$ cat config.mk
export PLATFORM = sky130hd
export DESIGN_NAME = heap_allocator_top
export DESIGN_NICKNAME = d
export VERILOG_FILES = /design/src/logic/heap_pkg.sv /design/src/logic/class_queues.sv /design/src/logic/bitmap_arbiter.sv /design/src/logic/alloc_engine.sv /design/src/logic/free_engine.sv /design/src/logic/heap_allocator_top.sv
export VERILOG_INCLUDE_DIRS = /design/src /design/src/logic
export SDC_FILE = /design/constraint.sdc
export NUM_CORES = 2
export LEC_CHECK = 0
export BUFFER_PORTS_ARGS = -buffer_cell sky130_fd_sc_hd__buf_2
export CAP_MARGIN = 15
export CORE_UTILIZATION = 28
export CTS_BUF_LIST = sky130_fd_sc_hd__clkbuf_8 sky130_fd_sc_hd__clkbuf_16
export DETAILED_ROUTE_END_ITERATION = 16
export GPL_ROUTABILITY_DRIVEN = 0
export PLACE_DENSITY = 0.51
export RECOVER_POWER = 100
export SLEW_MARGIN = 20
export SYNTH_ARGS = -nofsm -noshare
export SYNTH_HDL_FRONTEND = slang
export SYNTH_SLANG_ARGS = --single-unit
$ cat constraint.sdc
create_clock -name clk -period 34.8 [get_ports clk]
set_clock_uncertainty 0.1 [all_clocks]
set_input_delay 3.48 -clock clk [delete_from_list [all_inputs] [get_ports clk]]
set_output_delay 3.48 -clock clk [all_outputs]
set_load 0.01 [all_outputs]
$ cat src/logic/heap_defs.svh
`ifndef HEAP_DEFS_SVH
`define HEAP_DEFS_SVH

// --------------------------------------------------
// heap geometry
// --------------------------------------------------

// one block is the allocation granule
`define HEAP_BLOCK_BYTES 64
`define HEAP_BLOCKS_PER_PAGE 8
// 16 pages, 128 blocks in total
`define HEAP_PAGE_COUNT 16

// a bitmap word covers four pages
`define HEAP_BITMAP_WORD_BITS 32

// byte address of block 0
`define HEAP_DATA_BASE 32'h0001_0000

// deep enough for every block in one class
`define HEAP_QUEUE_DEPTH 128

`endif

$ cat src/logic/heap_pkg.sv
`include "heap_defs.svh"

package heap_pkg;

    typedef enum logic [1:0] {
        CLASS_1,
        CLASS_2,
        CLASS_4,
        CLASS_PAGE
    } size_class_t;

    typedef logic [6:0] block_idx_t;

    // bit set means the block is free
    typedef logic [`HEAP_BITMAP_WORD_BITS-1:0] bitmap_word_t;

    typedef logic [1:0] bitmap_addr_t;

    // smallest class that holds the byte count
    function automatic size_class_t class_of_bytes(input logic [15:0] bytes,
                                                   output logic oversize);
        oversize = 1'b0;
        if (bytes <= `HEAP_BLOCK_BYTES) begin
            return CLASS_1;
        end else if (bytes <= 2 * `HEAP_BLOCK_BYTES) begin
            return CLASS_2;
        end else if (bytes <= 4 * `HEAP_BLOCK_BYTES) begin
            return CLASS_4;
        end
        oversize = bytes > 8 * `HEAP_BLOCK_BYTES;
        return CLASS_PAGE;
    endfunction

    function automatic logic [3:0] blocks_of_class(input size_class_t c);
        return 4'd1 << c;
    endfunction

endpackage

$ cat src/logic/class_queues.sv
`timescale 1ns/1ps
`include "heap_defs.svh"

module class_queues (
    input  logic                  clk,
    input  logic                  rst,
    input  logic                  push,
    input  heap_pkg::size_class_t push_class,
    input  heap_pkg::block_idx_t  push_block,
    input  logic                  pop,
    input  heap_pkg::size_class_t pop_class,
    output heap_pkg::block_idx_t  pop_block,
    output logic [3:0]            nonempty
);
    import heap_pkg::*;

    localparam int PTR_W = $clog2(`HEAP_QUEUE_DEPTH);

    block_idx_t head [4];

    // one circular buffer per size class
    for (genvar c = 0; c < 4; c++) begin : g_queue
        block_idx_t       mem [`HEAP_QUEUE_DEPTH];
        logic [PTR_W-1:0] rd_ptr;
        logic [PTR_W-1:0] wr_ptr;
        logic [PTR_W:0]   count;
        logic             do_push;
        logic             do_pop;

        assign do_push = push && push_class == size_class_t'(c)
                         && count != `HEAP_QUEUE_DEPTH;
        // popping an empty queue does nothing
        assign do_pop = pop && pop_class == size_class_t'(c) && count != 0;

        assign head[c] = mem[rd_ptr];
        assign nonempty[c] = count != 0;

        always_ff @(posedge clk) begin
            if (rst) begin
                rd_ptr <= '0;
                wr_ptr <= '0;
                count <= '0;
            end else begin
                if (do_push) begin
                    wr_ptr <= wr_ptr + 1'b1;
                end
                if (do_pop) begin
                    rd_ptr <= rd_ptr + 1'b1;
                end
                if (do_push && !do_pop) begin
                    count <= count + 1'b1;
                end else if (do_pop && !do_push) begin
                    count <= count - 1'b1;
                end
            end
        end

        always_ff @(posedge clk) begin
            if (do_push) begin
                mem[wr_ptr] <= push_block;
            end
        end
    end

    assign pop_block = head[pop_class];

endmodule

$ cat src/logic/bitmap_arbiter.sv
`timescale 1ns/1ps
`include "heap_defs.svh"

module bitmap_arbiter (
    input  logic                   clk,
    input  logic                   rst,
    input  logic                   alloc_req,
    output logic                   alloc_ack,
    input  logic                   free_req,
    output logic                   free_ack,
    input  heap_pkg::bitmap_addr_t alloc_bm_addr,
    input  heap_pkg::bitmap_addr_t free_bm_addr,
    input  logic                   alloc_bm_we,
    input  logic                   free_bm_we,
    input  heap_pkg::bitmap_word_t alloc_bm_wdata,
    input  heap_pkg::bitmap_word_t free_bm_wdata,
    output heap_pkg::bitmap_word_t bm_rdata,
    input  logic                   alloc_q_push,
    input  logic                   free_q_push,
    input  heap_pkg::size_class_t  alloc_q_class,
    input  heap_pkg::size_class_t  free_q_class,
    input  heap_pkg::block_idx_t   alloc_q_block,
    input  heap_pkg::block_idx_t   free_q_block,
    output logic                   q_push,
    output heap_pkg::size_class_t  q_class,
    output heap_pkg::block_idx_t   q_block
);
    import heap_pkg::*;

    localparam int WORDS =
        `HEAP_PAGE_COUNT * `HEAP_BLOCKS_PER_PAGE / `HEAP_BITMAP_WORD_BITS;

    bitmap_word_t ram [WORDS];
    bitmap_addr_t addr;
    bitmap_word_t wdata;
    logic         we;
    logic         last_free;

    // --------------------------------------------------
    // four-phase grant, round robin on contention
    // --------------------------------------------------
    always_ff @(posedge clk) begin
        if (rst) begin
            alloc_ack <= 1'b0;
            free_ack <= 1'b0;
            last_free <= 1'b0;
        end else if (alloc_ack) begin
            if (!alloc_req) begin
                alloc_ack <= 1'b0;
            end
        end else if (free_ack) begin
            if (!free_req) begin
                free_ack <= 1'b0;
            end
        end else if (alloc_req && (!free_req || last_free)) begin
            alloc_ack <= 1'b1;
            last_free <= 1'b0;
        end else if (free_req) begin
            free_ack <= 1'b1;
            last_free <= 1'b1;
        end
    end

    // granted engine owns the bitmap and the push port
    assign addr = free_ack ? free_bm_addr : alloc_bm_addr;
    assign wdata = free_ack ? free_bm_wdata : alloc_bm_wdata;
    assign we = (free_ack && free_bm_we) || (alloc_ack && alloc_bm_we);

    assign q_push = (free_ack && free_q_push) || (alloc_ack && alloc_q_push);
    assign q_class = free_ack ? free_q_class : alloc_q_class;
    assign q_block = free_ack ? free_q_block : alloc_q_block;

    // --------------------------------------------------
    // bitmap RAM, read data one cycle after the address
    // --------------------------------------------------
    always_ff @(posedge clk) begin
        if (we) begin
            ram[addr] <= wdata;
        end
        bm_rdata <= ram[addr];
    end

endmodule

$ cat src/logic/alloc_engine.sv
`timescale 1ns/1ps
`include "heap_defs.svh"

module alloc_engine (
    input  logic                   clk,
    input  logic                   rst,
    input  logic                   init_done,
    input  logic [15:0]            alloc_req_size,
    input  logic                   alloc_req_valid,
    output logic                   alloc_req_ready,
    output logic [31:0]            alloc_rsp_pointer,
    output logic                   alloc_rsp_failed,
    output logic                   alloc_rsp_valid,
    input  logic                   alloc_rsp_ready,
    output logic                   arb_req,
    input  logic                   arb_ack,
    output heap_pkg::bitmap_addr_t bm_addr,
    output logic                   bm_we,
    output heap_pkg::bitmap_word_t bm_wdata,
    input  heap_pkg::bitmap_word_t bm_rdata,
    output logic                   q_push,
    output heap_pkg::size_class_t  q_class,
    output heap_pkg::block_idx_t   q_block,
    output logic                   pop,
    output heap_pkg::size_class_t  pop_class,
    input  heap_pkg::block_idx_t   pop_block,
    input  logic [3:0]             nonempty
);
    import heap_pkg::*;

    localparam logic [2:0]
        S_ACCEPT  = 3'd0,
        S_CHOOSE  = 3'd1,
        S_ACQUIRE = 3'd2,
        S_READ    = 3'd3,
        S_WRITE   = 3'd4,
        S_PUSH    = 3'd5,
        S_RELEASE = 3'd6,
        S_RESPOND = 3'd7;

    logic [2:0]   state;
    size_class_t  req_class;
    size_class_t  in_class;
    logic         in_over;
    block_idx_t   blk;
    logic         split;
    logic [2:0]   split_cnt;
    logic [3:0]   nblk;
    logic [3:0]   piece_off;
    logic         have_own;
    logic         can_split;
    bitmap_word_t mask;

    always_comb begin
        in_class = class_of_bytes(alloc_req_size, in_over);
    end

    assign nblk = blocks_of_class(req_class);
    assign piece_off = split_cnt * nblk;
    assign mask = ((32'd1 << nblk) - 32'd1) << blk[4:0];

    assign have_own = nonempty[req_class];
    // a small class may fall back to breaking up a page
    assign can_split = req_class != CLASS_PAGE && nonempty[CLASS_PAGE];

    assign alloc_req_ready = state == S_ACCEPT && init_done;
    assign pop = state == S_CHOOSE && (have_own || can_split);
    assign pop_class = have_own ? req_class : CLASS_PAGE;

    assign bm_addr = blk[6:5];
    assign bm_we = state == S_WRITE;
    assign bm_wdata = bm_rdata & ~mask;

    // remainders go to the tail of the requested class
    assign q_push = state == S_PUSH;
    assign q_class = req_class;
    assign q_block = blk + piece_off;

    always_ff @(posedge clk) begin
        if (rst) begin
            state <= S_ACCEPT;
            arb_req <= 1'b0;
            alloc_rsp_valid <= 1'b0;
        end else begin
            case (state)
                S_ACCEPT: begin
                    if (alloc_req_valid && alloc_req_ready) begin
                        req_class <= in_class;
                        if (in_over) begin
                            alloc_rsp_pointer <= '0;
                            alloc_rsp_failed <= 1'b1;
                            alloc_rsp_valid <= 1'b1;
                            state <= S_RESPOND;
                        end else begin
                            state <= S_CHOOSE;
                        end
                    end
                end
                S_CHOOSE: begin
                    if (have_own || can_split) begin
                        blk <= pop_block;
                        split <= !have_own;
                        split_cnt <= 3'd1;
                        arb_req <= 1'b1;
                        state <= S_ACQUIRE;
                    end else begin
                        alloc_rsp_pointer <= '0;
                        alloc_rsp_failed <= 1'b1;
                        alloc_rsp_valid <= 1'b1;
                        state <= S_RESPOND;
                    end
                end
                S_ACQUIRE: begin
                    if (arb_ack) begin
                        state <= S_READ;
                    end
                end
                S_READ: state <= S_WRITE;
                S_WRITE: begin
                    if (split) begin
                        state <= S_PUSH;
                    end else begin
                        arb_req <= 1'b0;
                        state <= S_RELEASE;
                    end
                end
                S_PUSH: begin
                    split_cnt <= split_cnt + 1'b1;
                    if (piece_off + nblk == `HEAP_BLOCKS_PER_PAGE) begin
                        arb_req <= 1'b0;
                        state <= S_RELEASE;
                    end
                end
                S_RELEASE: begin
                    if (!arb_ack) begin
                        alloc_rsp_pointer <= `HEAP_DATA_BASE + 32'(blk) * `HEAP_BLOCK_BYTES;
                        alloc_rsp_failed <= 1'b0;
                        alloc_rsp_valid <= 1'b1;
                        state <= S_RESPOND;
                    end
                end
                default: begin
                    if (alloc_rsp_ready) begin
                        alloc_rsp_valid <= 1'b0;
                        state <= S_ACCEPT;
                    end
                end
            endcase
        end
    end

endmodule

$ cat src/logic/free_engine.sv
`timescale 1ns/1ps
`include "heap_defs.svh"

module free_engine (
    input  logic                   clk,
    input  logic                   rst,
    input  logic [31:0]            free_pointer,
    input  logic [15:0]            free_size,
    input  logic                   free_valid,
    output logic                   free_ready,
    output logic                   free_error,
    output logic                   init_done,
    output logic                   arb_req,
    input  logic                   arb_ack,
    output heap_pkg::bitmap_addr_t bm_addr,
    output logic                   bm_we,
    output heap_pkg::bitmap_word_t bm_wdata,
    input  heap_pkg::bitmap_word_t bm_rdata,
    output logic                   q_push,
    output heap_pkg::size_class_t  q_class,
    output heap_pkg::block_idx_t   q_block
);
    import heap_pkg::*;

    localparam int HEAP_BYTES =
        `HEAP_PAGE_COUNT * `HEAP_BLOCKS_PER_PAGE * `HEAP_BLOCK_BYTES;

    localparam logic [3:0]
        S_INIT_ACQ  = 4'd0,
        S_INIT_WORD = 4'd1,
        S_INIT_PAGE = 4'd2,
        S_INIT_REL  = 4'd3,
        S_IDLE      = 4'd4,
        S_CHECK     = 4'd5,
        S_ACQUIRE   = 4'd6,
        S_READ      = 4'd7,
        S_TEST      = 4'd8,
        S_WRITE     = 4'd9,
        S_RELEASE   = 4'd10,
        S_DONE      = 4'd11;

    logic [3:0]   state;
    logic [1:0]   word_cnt;
    logic [3:0]   page_cnt;
    logic         in_init;
    logic         rejected;
    logic [31:0]  f_pointer;
    size_class_t  f_class;
    logic         f_over;
    size_class_t  in_class;
    logic         in_over;
    logic [31:0]  f_off;
    block_idx_t   f_blk;
    logic [3:0]   f_nblk;
    bitmap_word_t f_mask;
    logic         range_bad;
    logic         align_bad;

    always_comb begin
        in_class = class_of_bytes(free_size, in_over);
    end

    assign f_off = f_pointer - `HEAP_DATA_BASE;
    assign f_blk = block_idx_t'(f_off / `HEAP_BLOCK_BYTES);
    assign f_nblk = blocks_of_class(f_class);
    assign f_mask = ((32'd1 << f_nblk) - 32'd1) << f_blk[4:0];

    assign range_bad = f_over || f_pointer < `HEAP_DATA_BASE || f_off >= HEAP_BYTES;
    // a piece starts on a multiple of its own size
    assign align_bad = (f_off % `HEAP_BLOCK_BYTES) != 0 || (f_blk & (f_nblk - 1'b1)) != 0;

    assign in_init = state < S_IDLE;
    assign bm_addr = in_init ? word_cnt : f_blk[6:5];
    assign bm_we = state == S_INIT_WORD || state == S_WRITE;
    assign bm_wdata = in_init ? '1 : (bm_rdata | f_mask);
    assign q_push = state == S_INIT_PAGE || state == S_WRITE;
    assign q_class = in_init ? CLASS_PAGE : f_class;
    assign q_block = in_init ? block_idx_t'(page_cnt * `HEAP_BLOCKS_PER_PAGE) : f_blk;

    always_ff @(posedge clk) begin
        if (rst) begin
            state <= S_INIT_ACQ;
            word_cnt <= '0;
            page_cnt <= '0;
            arb_req <= 1'b0;
            init_done <= 1'b0;
            free_ready <= 1'b0;
            free_error <= 1'b0;
            rejected <= 1'b0;
        end else begin
            case (state)
                // --------------------------------------------------
                // start-up: mark everything free, queue all pages
                // --------------------------------------------------
                S_INIT_ACQ: begin
                    arb_req <= 1'b1;
                    if (arb_ack) begin
                        state <= S_INIT_WORD;
                    end
                end
                S_INIT_WORD: begin
                    word_cnt <= word_cnt + 1'b1;
                    if (word_cnt == 2'd3) begin
                        state <= S_INIT_PAGE;
                    end
                end
                S_INIT_PAGE: begin
                    page_cnt <= page_cnt + 1'b1;
                    if (page_cnt == `HEAP_PAGE_COUNT - 1) begin
                        arb_req <= 1'b0;
                        state <= S_INIT_REL;
                    end
                end
                S_INIT_REL: begin
                    if (!arb_ack) begin
                        init_done <= 1'b1;
                        free_ready <= 1'b1;
                        state <= S_IDLE;
                    end
                end
                // --------------------------------------------------
                // free path
                // --------------------------------------------------
                S_IDLE: begin
                    if (free_valid && free_ready) begin
                        f_pointer <= free_pointer;
                        f_class <= in_class;
                        f_over <= in_over;
                        free_ready <= 1'b0;
                        state <= S_CHECK;
                    end
                end
                S_CHECK: begin
                    rejected <= range_bad || align_bad;
                    if (range_bad || align_bad) begin
                        state <= S_RELEASE;
                    end else begin
                        arb_req <= 1'b1;
                        state <= S_ACQUIRE;
                    end
                end
                S_ACQUIRE: begin
                    if (arb_ack) begin
                        state <= S_READ;
                    end
                end
                S_READ: state <= S_TEST;
                S_TEST: begin
                    // any block already free means a double free
                    if ((bm_rdata & f_mask) != 0) begin
                        rejected <= 1'b1;
                        arb_req <= 1'b0;
                        state <= S_RELEASE;
                    end else begin
                        state <= S_WRITE;
                    end
                end
                S_WRITE: begin
                    arb_req <= 1'b0;
                    state <= S_RELEASE;
                end
                S_RELEASE: begin
                    if (!arb_ack) begin
                        free_error <= rejected;
                        state <= S_DONE;
                    end
                end
                default: begin
                    free_error <= 1'b0;
                    free_ready <= 1'b1;
                    state <= S_IDLE;
                end
            endcase
        end
    end

endmodule

$ cat src/logic/heap_allocator_top.sv
`timescale 1ns/1ps

module heap_allocator_top (
    input  logic        clk,
    input  logic        rst,
    input  logic [15:0] alloc_req_size,
    input  logic        alloc_req_valid,
    output logic        alloc_req_ready,
    output logic [31:0] alloc_rsp_pointer,
    output logic        alloc_rsp_failed,
    output logic        alloc_rsp_valid,
    input  logic        alloc_rsp_ready,
    input  logic [31:0] free_pointer,
    input  logic [15:0] free_size,
    input  logic        free_valid,
    output logic        free_ready,
    output logic        free_error,
    output logic        init_done
);
    import heap_pkg::*;

    logic         alloc_req;
    logic         alloc_ack;
    logic         free_req;
    logic         free_ack;
    bitmap_addr_t alloc_bm_addr;
    bitmap_addr_t free_bm_addr;
    logic         alloc_bm_we;
    logic         free_bm_we;
    bitmap_word_t alloc_bm_wdata;
    bitmap_word_t free_bm_wdata;
    bitmap_word_t bm_rdata;
    logic         alloc_q_push;
    logic         free_q_push;
    size_class_t  alloc_q_class;
    size_class_t  free_q_class;
    block_idx_t   alloc_q_block;
    block_idx_t   free_q_block;
    logic         q_push;
    size_class_t  q_class;
    block_idx_t   q_block;
    logic         pop;
    size_class_t  pop_class;
    block_idx_t   pop_block;
    logic [3:0]   nonempty;

    alloc_engine u_alloc (
        .clk, .rst, .init_done,
        .alloc_req_size, .alloc_req_valid, .alloc_req_ready,
        .alloc_rsp_pointer, .alloc_rsp_failed, .alloc_rsp_valid, .alloc_rsp_ready,
        .arb_req(alloc_req), .arb_ack(alloc_ack),
        .bm_addr(alloc_bm_addr), .bm_we(alloc_bm_we), .bm_wdata(alloc_bm_wdata),
        .bm_rdata,
        .q_push(alloc_q_push), .q_class(alloc_q_class), .q_block(alloc_q_block),
        .pop, .pop_class, .pop_block, .nonempty
    );

    free_engine u_free (
        .clk, .rst,
        .free_pointer, .free_size, .free_valid, .free_ready, .free_error, .init_done,
        .arb_req(free_req), .arb_ack(free_ack),
        .bm_addr(free_bm_addr), .bm_we(free_bm_we), .bm_wdata(free_bm_wdata),
        .bm_rdata,
        .q_push(free_q_push), .q_class(free_q_class), .q_block(free_q_block)
    );

    bitmap_arbiter u_arb (
        .clk, .rst,
        .alloc_req, .alloc_ack, .free_req, .free_ack,
        .alloc_bm_addr, .free_bm_addr, .alloc_bm_we, .free_bm_we,
        .alloc_bm_wdata, .free_bm_wdata, .bm_rdata,
        .alloc_q_push, .free_q_push, .alloc_q_class, .free_q_class,
        .alloc_q_block, .free_q_block,
        .q_push, .q_class, .q_block
    );

    class_queues u_queues (
        .clk, .rst,
        .push(q_push), .push_class(q_class), .push_block(q_block),
        .pop, .pop_class, .pop_block, .nonempty
    );

endmodule

Word level (Yosys, flattened, before mapping)
Memory sizes are Yosys's and may differ from the RTL's. A register that Yosys moved wholly into a read port is not among the register bits.
Index checks and enable logic that the tools add are counted.
{"block": "totals", "reg_bits": 192, "ram_bits": 3712, "in_bits": 69, "output_inout_bits": 38, "elab_cells": 351, "n_memories": 5}
{"name": "u_queues.g_queue[0].mem", "words": 128, "width": 7, "read_ports": 1, "rd_clocked_by_memory_dff": 1, "wr": 1, "line": "class_queues.sv:23", "text": "block_idx_t mem [`HEAP_QUEUE_DEPTH];"}
{"name": "u_queues.g_queue[1].mem", "words": 128, "width": 7, "read_ports": 1, "rd_clocked_by_memory_dff": 1, "wr": 1, "line": "class_queues.sv:23"}
{"name": "u_queues.g_queue[2].mem", "words": 128, "width": 7, "read_ports": 1, "rd_clocked_by_memory_dff": 1, "wr": 1, "line": "class_queues.sv:23"}
{"name": "u_queues.g_queue[3].mem", "words": 128, "width": 7, "read_ports": 1, "rd_clocked_by_memory_dff": 1, "wr": 1, "line": "class_queues.sv:23"}
{"name": "u_arb.ram", "words": 4, "width": 32, "read_ports": 1, "rd_clocked_by_memory_dff": 1, "wr": 1, "line": "bitmap_arbiter.sv:33", "text": "bitmap_word_t ram [WORDS];"}
{"block": "classes", "add_sub_neg": 26, "n_mul": 1, "order_cmp": 13, "n_eq_ne": 47, "shifts": 6, "n_mux": 111, "bitwise_logic": 12, "reduce_logical": 95}
{"operator": "$mux 32", "n": 6}
{"operator": "$pmux 32 s3", "n": 1}
{"operator": "$reduce_bool 32->1", "n": 3}
{"operator": "$mux 7", "n": 12}
{"operator": "$and 32x32->32", "n": 2}
{"operator": "$mux 8", "n": 8}
{"operator": "$shl 1x4->32 const A", "n": 2}
{"operator": "$shl 32x5->32", "n": 2}
{"operator": "$sub 32x1->32 const B", "n": 2}
{"operator": "$add 7x1->7 const B", "n": 8}
{"operator": "$pmux 4 s11", "n": 1}
{"operator": "$mux 1", "n": 43}
{"operator": "$reduce_bool 8->1", "n": 5}
{"operator": "$logic_and 1x1->1", "n": 34}
{"operator": "$add 8x1->8 const B", "n": 4}
{"operator": "$and 7x32->32", "n": 1}
{"operator": "$eq 32x4->1 const B", "n": 1}
{"operator": "$ge 32x14->1 const B", "n": 1}
{"operator": "$gt 16x10->1 const B", "n": 2}
{"operator": "$le 16x7->1 const B", "n": 2}
{"operator": "$le 16x8->1 const B", "n": 2}
{"operator": "$le 16x9->1 const B", "n": 2}
{"operator": "$lt 32x17->1 const B", "n": 1}
{"operator": "$mux 4", "n": 8}
{"operator": "other kinds (58)", "n": 158}

Depth between registers and ports, before layout
{"block": "logic_depth", "word_depth": 10, "ltp_mapped": 18, "mapped_depth_nobuf": 17}

Modules after synthesis
From an unflattened synthesis, not the netlist that was laid out.
{"block": "unflattened", "cells_unflattened": 8158, "area_unflattened_um2": 158180.5}
{"module": "class_queues", "instances": 1, "cells_each": 7001, "area_each_um2": 144907.7, "seq_area_each_um2": 109945.4}
{"module": "bitmap_arbiter", "instances": 1, "cells_each": 272, "area_each_um2": 5988.2, "seq_area_each_um2": 4544.4}
{"module": "free_engine", "instances": 1, "cells_each": 523, "area_each_um2": 4281.6, "seq_area_each_um2": 1351.3}
{"module": "alloc_engine", "instances": 1, "cells_each": 362, "area_each_um2": 3002.9, "seq_area_each_um2": 760.7}

Least setup slack after synthesis
Ideal clock, no wire load.
{"block": "synth_path", "kind": "register to register", "startpoint": "register u_alloc.req_class[1], in the netlist u_alloc.q_class[1]", "endpoint": "memory u_queues.g_queue[0].mem[0][5] (netlist name), data pin", "setup_time_ns": 3.255, "t_arrival_ns": 16.991, "required_ns": 31.445, "path_slack_ns": 14.453, "path_stages_with_launch": 16, "path_buffers": 2, "period_less_slack_ns": 20.347, "path_cell_list": "edfxtp_1 > clkbuf_1 > buf_1 > nor2_1 > nand2_1 > fa_1 > inv_1 > ha_1 > xnor2_1 > xnor2_1 > ha_1 > nor2b_1 > o21ai_0 > xnor2_1 > nor2_1 > a31oi_1"}
{"block": "synth_via", "elab_chain_len": 4}
{"item": "start, declared", "line": "alloc_engine.sv:42", "text": "size_class_t req_class;"}
{"item": "start signal, assigned", "line": "alloc_engine.sv:88", "text": "req_class <= in_class;"}
{"item": "$shl 1x2->4", "line": "heap_pkg.sv:35", "text": "return 4'd1 << c;"}
{"item": "$mul 3x4->4", "line": "alloc_engine.sv:59", "text": "assign piece_off = split_cnt * nblk;"}
{"item": "$add 7x4->7", "line": "alloc_engine.sv:77", "text": "assign q_block = blk + piece_off;"}
{"item": "$mux 7", "line": "bitmap_arbiter.sv:71", "text": "assign q_block = free_ack ? free_q_block : alloc_q_block;"}
{"item": "via q_block[5]", "line": "heap_allocator_top.sv:41", "text": "block_idx_t q_block;"}
{"item": "end, declared", "line": "class_queues.sv:23"}
The timed path passes the listed nets, and every way through them passes these cells.

Worst setup path after layout
{"block": "layout_path", "startpoint": "register u_alloc.req_class[1], in the netlist u_alloc.q_class[1]", "endpoint": "memory u_queues.g_queue[3].mem[121][3] (netlist name), data pin"}
{"block": "layout_via", "elab_chain_len": 4}
{"item": "$shl 1x2->4", "line": "heap_pkg.sv:35"}
{"item": "$mul 3x4->4", "line": "alloc_engine.sv:59"}
{"item": "$add 7x4->7", "line": "alloc_engine.sv:77"}
{"item": "$mux 7", "line": "bitmap_arbiter.sv:71"}
{"item": "via q_block[3]", "line": "heap_allocator_top.sv:41"}
{"item": "end, declared", "line": "class_queues.sv:23"}
The timed path passes the listed nets, and every way through them passes these cells.

==> impl_metrics.json <==
{
  "status": "complete, but fails checks",
  "failed_checks": "capacitance limit, slew limit",
  "ctsResizeCount": 0,
  "finalWorstSetupSlack_ns": 18.23,
  "power.total_mw": 11.3,
  "power_switching_share_pct": 23.9,
  "min_period_ns": 16.57,
  "synthArstFlopShare_pct": 0,
  "dieArea_sq_um": 563000,
  "fin_cells": 15900,
  "worstSetupStartpointType": "register",
  "grtUsageTotal_pct": 14.2,
  "dp_hpwl_mm": 251,
  "drc": 0,
  "ys.flop_type": "edfxtp_1",
  "drive_above_1_share_pct": 21.8,
  "port_buffers": 82,
  "cts_sinks": 3940,
  "clkLatencyLatePin_ns": 1.00,
  "fillers": 52900,
  "crit_required_ns": 34.86,
  "wl_per_cell_microns": 25.8,
  "dpl-instance-area_sq_um": 166000,
  "rsz0062_at_grt": "false",
  "cts_root_buf": "clkbuf_16",
  "utilization_pct": 32.1,
  "die_w_microns": 750,
  "viasPerCell": 4.94,
  "drv_slew": 4554,
  "die_h_microns": 750,
  "crit_path_start": "u_alloc.q_class[1]",
  "grt_pass1_vias": 81000,
  "clk_path_buf_depth": 4,
  "r2r_slack_ns": 18.23,
  "start_util_pct": 28.1,
  "p_sw_mw": 2.71,
  "grt_first_pass_wirelength_mm": 590,
  "firstDrtPassIters": 6,
  "cts_buffers": 401,
  "seqPwrFrac_pct": 52.2,
  "relSlewSlack_pct": -507,
  "drt_wl_total_mm": 411,
  "clkPwrFrac_pct": 38.7,
  "dp_cells": 15200,
  "fin_area_sq_um": 179000,
  "multi_input_area_sq_um": 37800,
  "p_int_mw": 8.61,
  "holdWs_ns": 0.396,
  "drtAntennaViolNets": 0,
  "period_share_pct": 47.6,
  "drt-initial-drc-count": 7843,
  "reg2reg_from": "u_alloc.q_class[1]",
  "path_max_fanout": 159,
  "maxCapViolations": 78,
  "arrival_ns": 16.63,
  "hold_viol": 0,
  "worstHoldStart": "u_queues.g_queue[2].rd_ptr[6]",
  "seq_area_sq_um": 117000,
  "grt_max_degree": 217,
  "synthesis.instances": 7927,
  "synthesis.area_sq_um": 157000,
  "cts_setup_buffers": 0,
  "hp-class": "reg2reg",
  "cp-end-kind": "register",
  "tritoncts": "done",
  "area_growth_pct": 14.0,
  "synth_area_per_cell_sq_um": 19.8,
  "boundaryPins": 107,
  "dp_slack_ns": 27.80,
  "p_per_area_nw_per_um2": 63.3,
  "synth_enable_flop_cells": 3769,
  "power.leakage_nw": 52.8,
  "grt_overflow": 0,
  "finalSetupViolCount": 0,
  "antenna_found_initial": 22,
  "fp.coreArea_sq_um": 557000,
  "tns_ns": 0,
  "path_class": "reg2reg",
  "max_freq_ghz": 0.0604,
  "hold_buffers": 0,
  "num_rows": 274,
  "combPwrFrac_pct": 9.2,
  "num_vias": 78600,
  "tightest_slew_ns": 9.10,
  "final_nets": 8262,
  "yosysSeqAreaShare_pct": 74.4,
  "cts.clk_slew.worst_paths_ns": 0.06,
  "synth.distinct_cells": 98,
  "yosys_warnings": 0,
  "ys_ff_latch": 3940,
  "cts-htree-levels": 5,
  "peakVddDrop_uv": 81.2
}
layout by cell type, fill, tap and decap left out, types with 29 or more instances in the layout:
cell type and instances:
ha_1 54, nand4_1 29, edfxtp_1 3769, nor3_1 60, o22ai_1 42, o21ai_0 105, mux4_2 1048, a21oi_1 169
nand3_1 87, buf_4 71, clkinv_1 78, nor2_1 772, bufinv_16 50, clkbuf_16 407, buf_2 62, nor2b_1 60
a22oi_1 120, clkinv_2 72, xnor2_1 43, dfxtp_1 155, clkbuf_1 96, xor2_1 44, nand3b_1 33, mux2i_1 75
a221oi_1 30, nand2b_1 29, nand2_1 244, a211oi_1 31, inv_1 126
cells in the mapped netlist, drive strengths merged, types with 75 or more instances:
cell    number  area [sq um]
buf        228          1430
mux2i       75           751
a21oi      169           846
mux4      1048         23600
edfxtp    3769        113000
dfxtp      171          3420
o21ai      106           531
nand2      244           916
nand3       87           453
clkbuf     233           877
a22oi      120           901
nor2       778          2920
worst max-delay path, stage by stage, from the launching register on:
cell	delay [ns]
edfxtp_1	0.83
inv_1	0.33
nor2_1	0.44
nand2_1	0.17
fa_1	0.58
inv_1	0.06
ha_1	0.19
xnor2_1	0.14
xnor2_1	0.26
ha_1	0.32
xnor2_1	0.18
nor2_1	0.08
a31oi_4	0.27
clkbuf_1	5.51
clkbuf_1	2.93
clkbuf_1	3.03
state kept, by name, summed over array words and instances, names as in the netlist, 8 cells and up, named ones only:
name / flops
u_free.f_pointer: 32
u_queues.g_queue.rd_ptr: 28
u_queues.g_queue.wr_ptr: 28
u_arb.bm_rdata: 32
u_alloc.alloc_rsp_pointer: 8
u_arb.ram: 128
u_queues.g_queue.mem: 3584
u_queues.g_queue.count: 32
path summary, 6_finish.rpt:
kind,endpoint,cells past startpoint
worst max register to register,u_queues.g_queue[3].mem[121][3],15
worst min-delay path,u_queues.g_queue[2].rd_ptr[6],2
worst max-delay path,u_queues.g_queue[3].mem[121][3],15
worst min register to register,u_queues.g_queue[2].rd_ptr[6],2
routing by layer:
layer	part of all wire, %	track usage, %	up-vias
li1	-	-	33000
met1	43	19.5	42200
met2	48	23.4	2830
met3	6.2	2.19	636
met4	2.7	3.76	8
met5	0.011	0	-
final cells by class:
cell class	instances	area share [%]
sequential	3940	65.3
multi-input combinational	3498	21.2
clock buffer	419	5.79
tap	7452	5.22
clock inverter	319	1.66
timing repair buffer	237	0.760
inverter	54	0.113
antenna	4	0.00560
cells by family (layout without fill, tap and decap cells):
| logic type | Yosys count | after routing | share of synthesized area (%) |
|---|---|---|---|
| compound gates | 716 | 716 | 3.12 |
| xor+xnor | 87 | 87 | 0.486 |
| fa+ha+maj | 61 | 61 | 0.521 |
| buf+inv | 515 | 1029 | 1.60 |
| flops | 3940 | 3940 | 74.4 |
| mux | 1126 | 1126 | 15.6 |
| other cells | 2 | 32 | 0.00479 |
| simple gates | 1480 | 1480 | 4.28 |
power by group through the flow:
stage          registers, mW  logic, mW  clock network [mW]
4_1_cts                 5.77       1.09                4.47
6_report                5.90       1.04                4.37
3_5_place_dp            5.87       1.08                   0
2_1_floorplan           6.35      0.609                   0
5_1_grt                 5.92       1.13                4.63
3_3_place_gp            5.87       1.03                   0
Note: power is estimated with default switching activity, not from simulation.
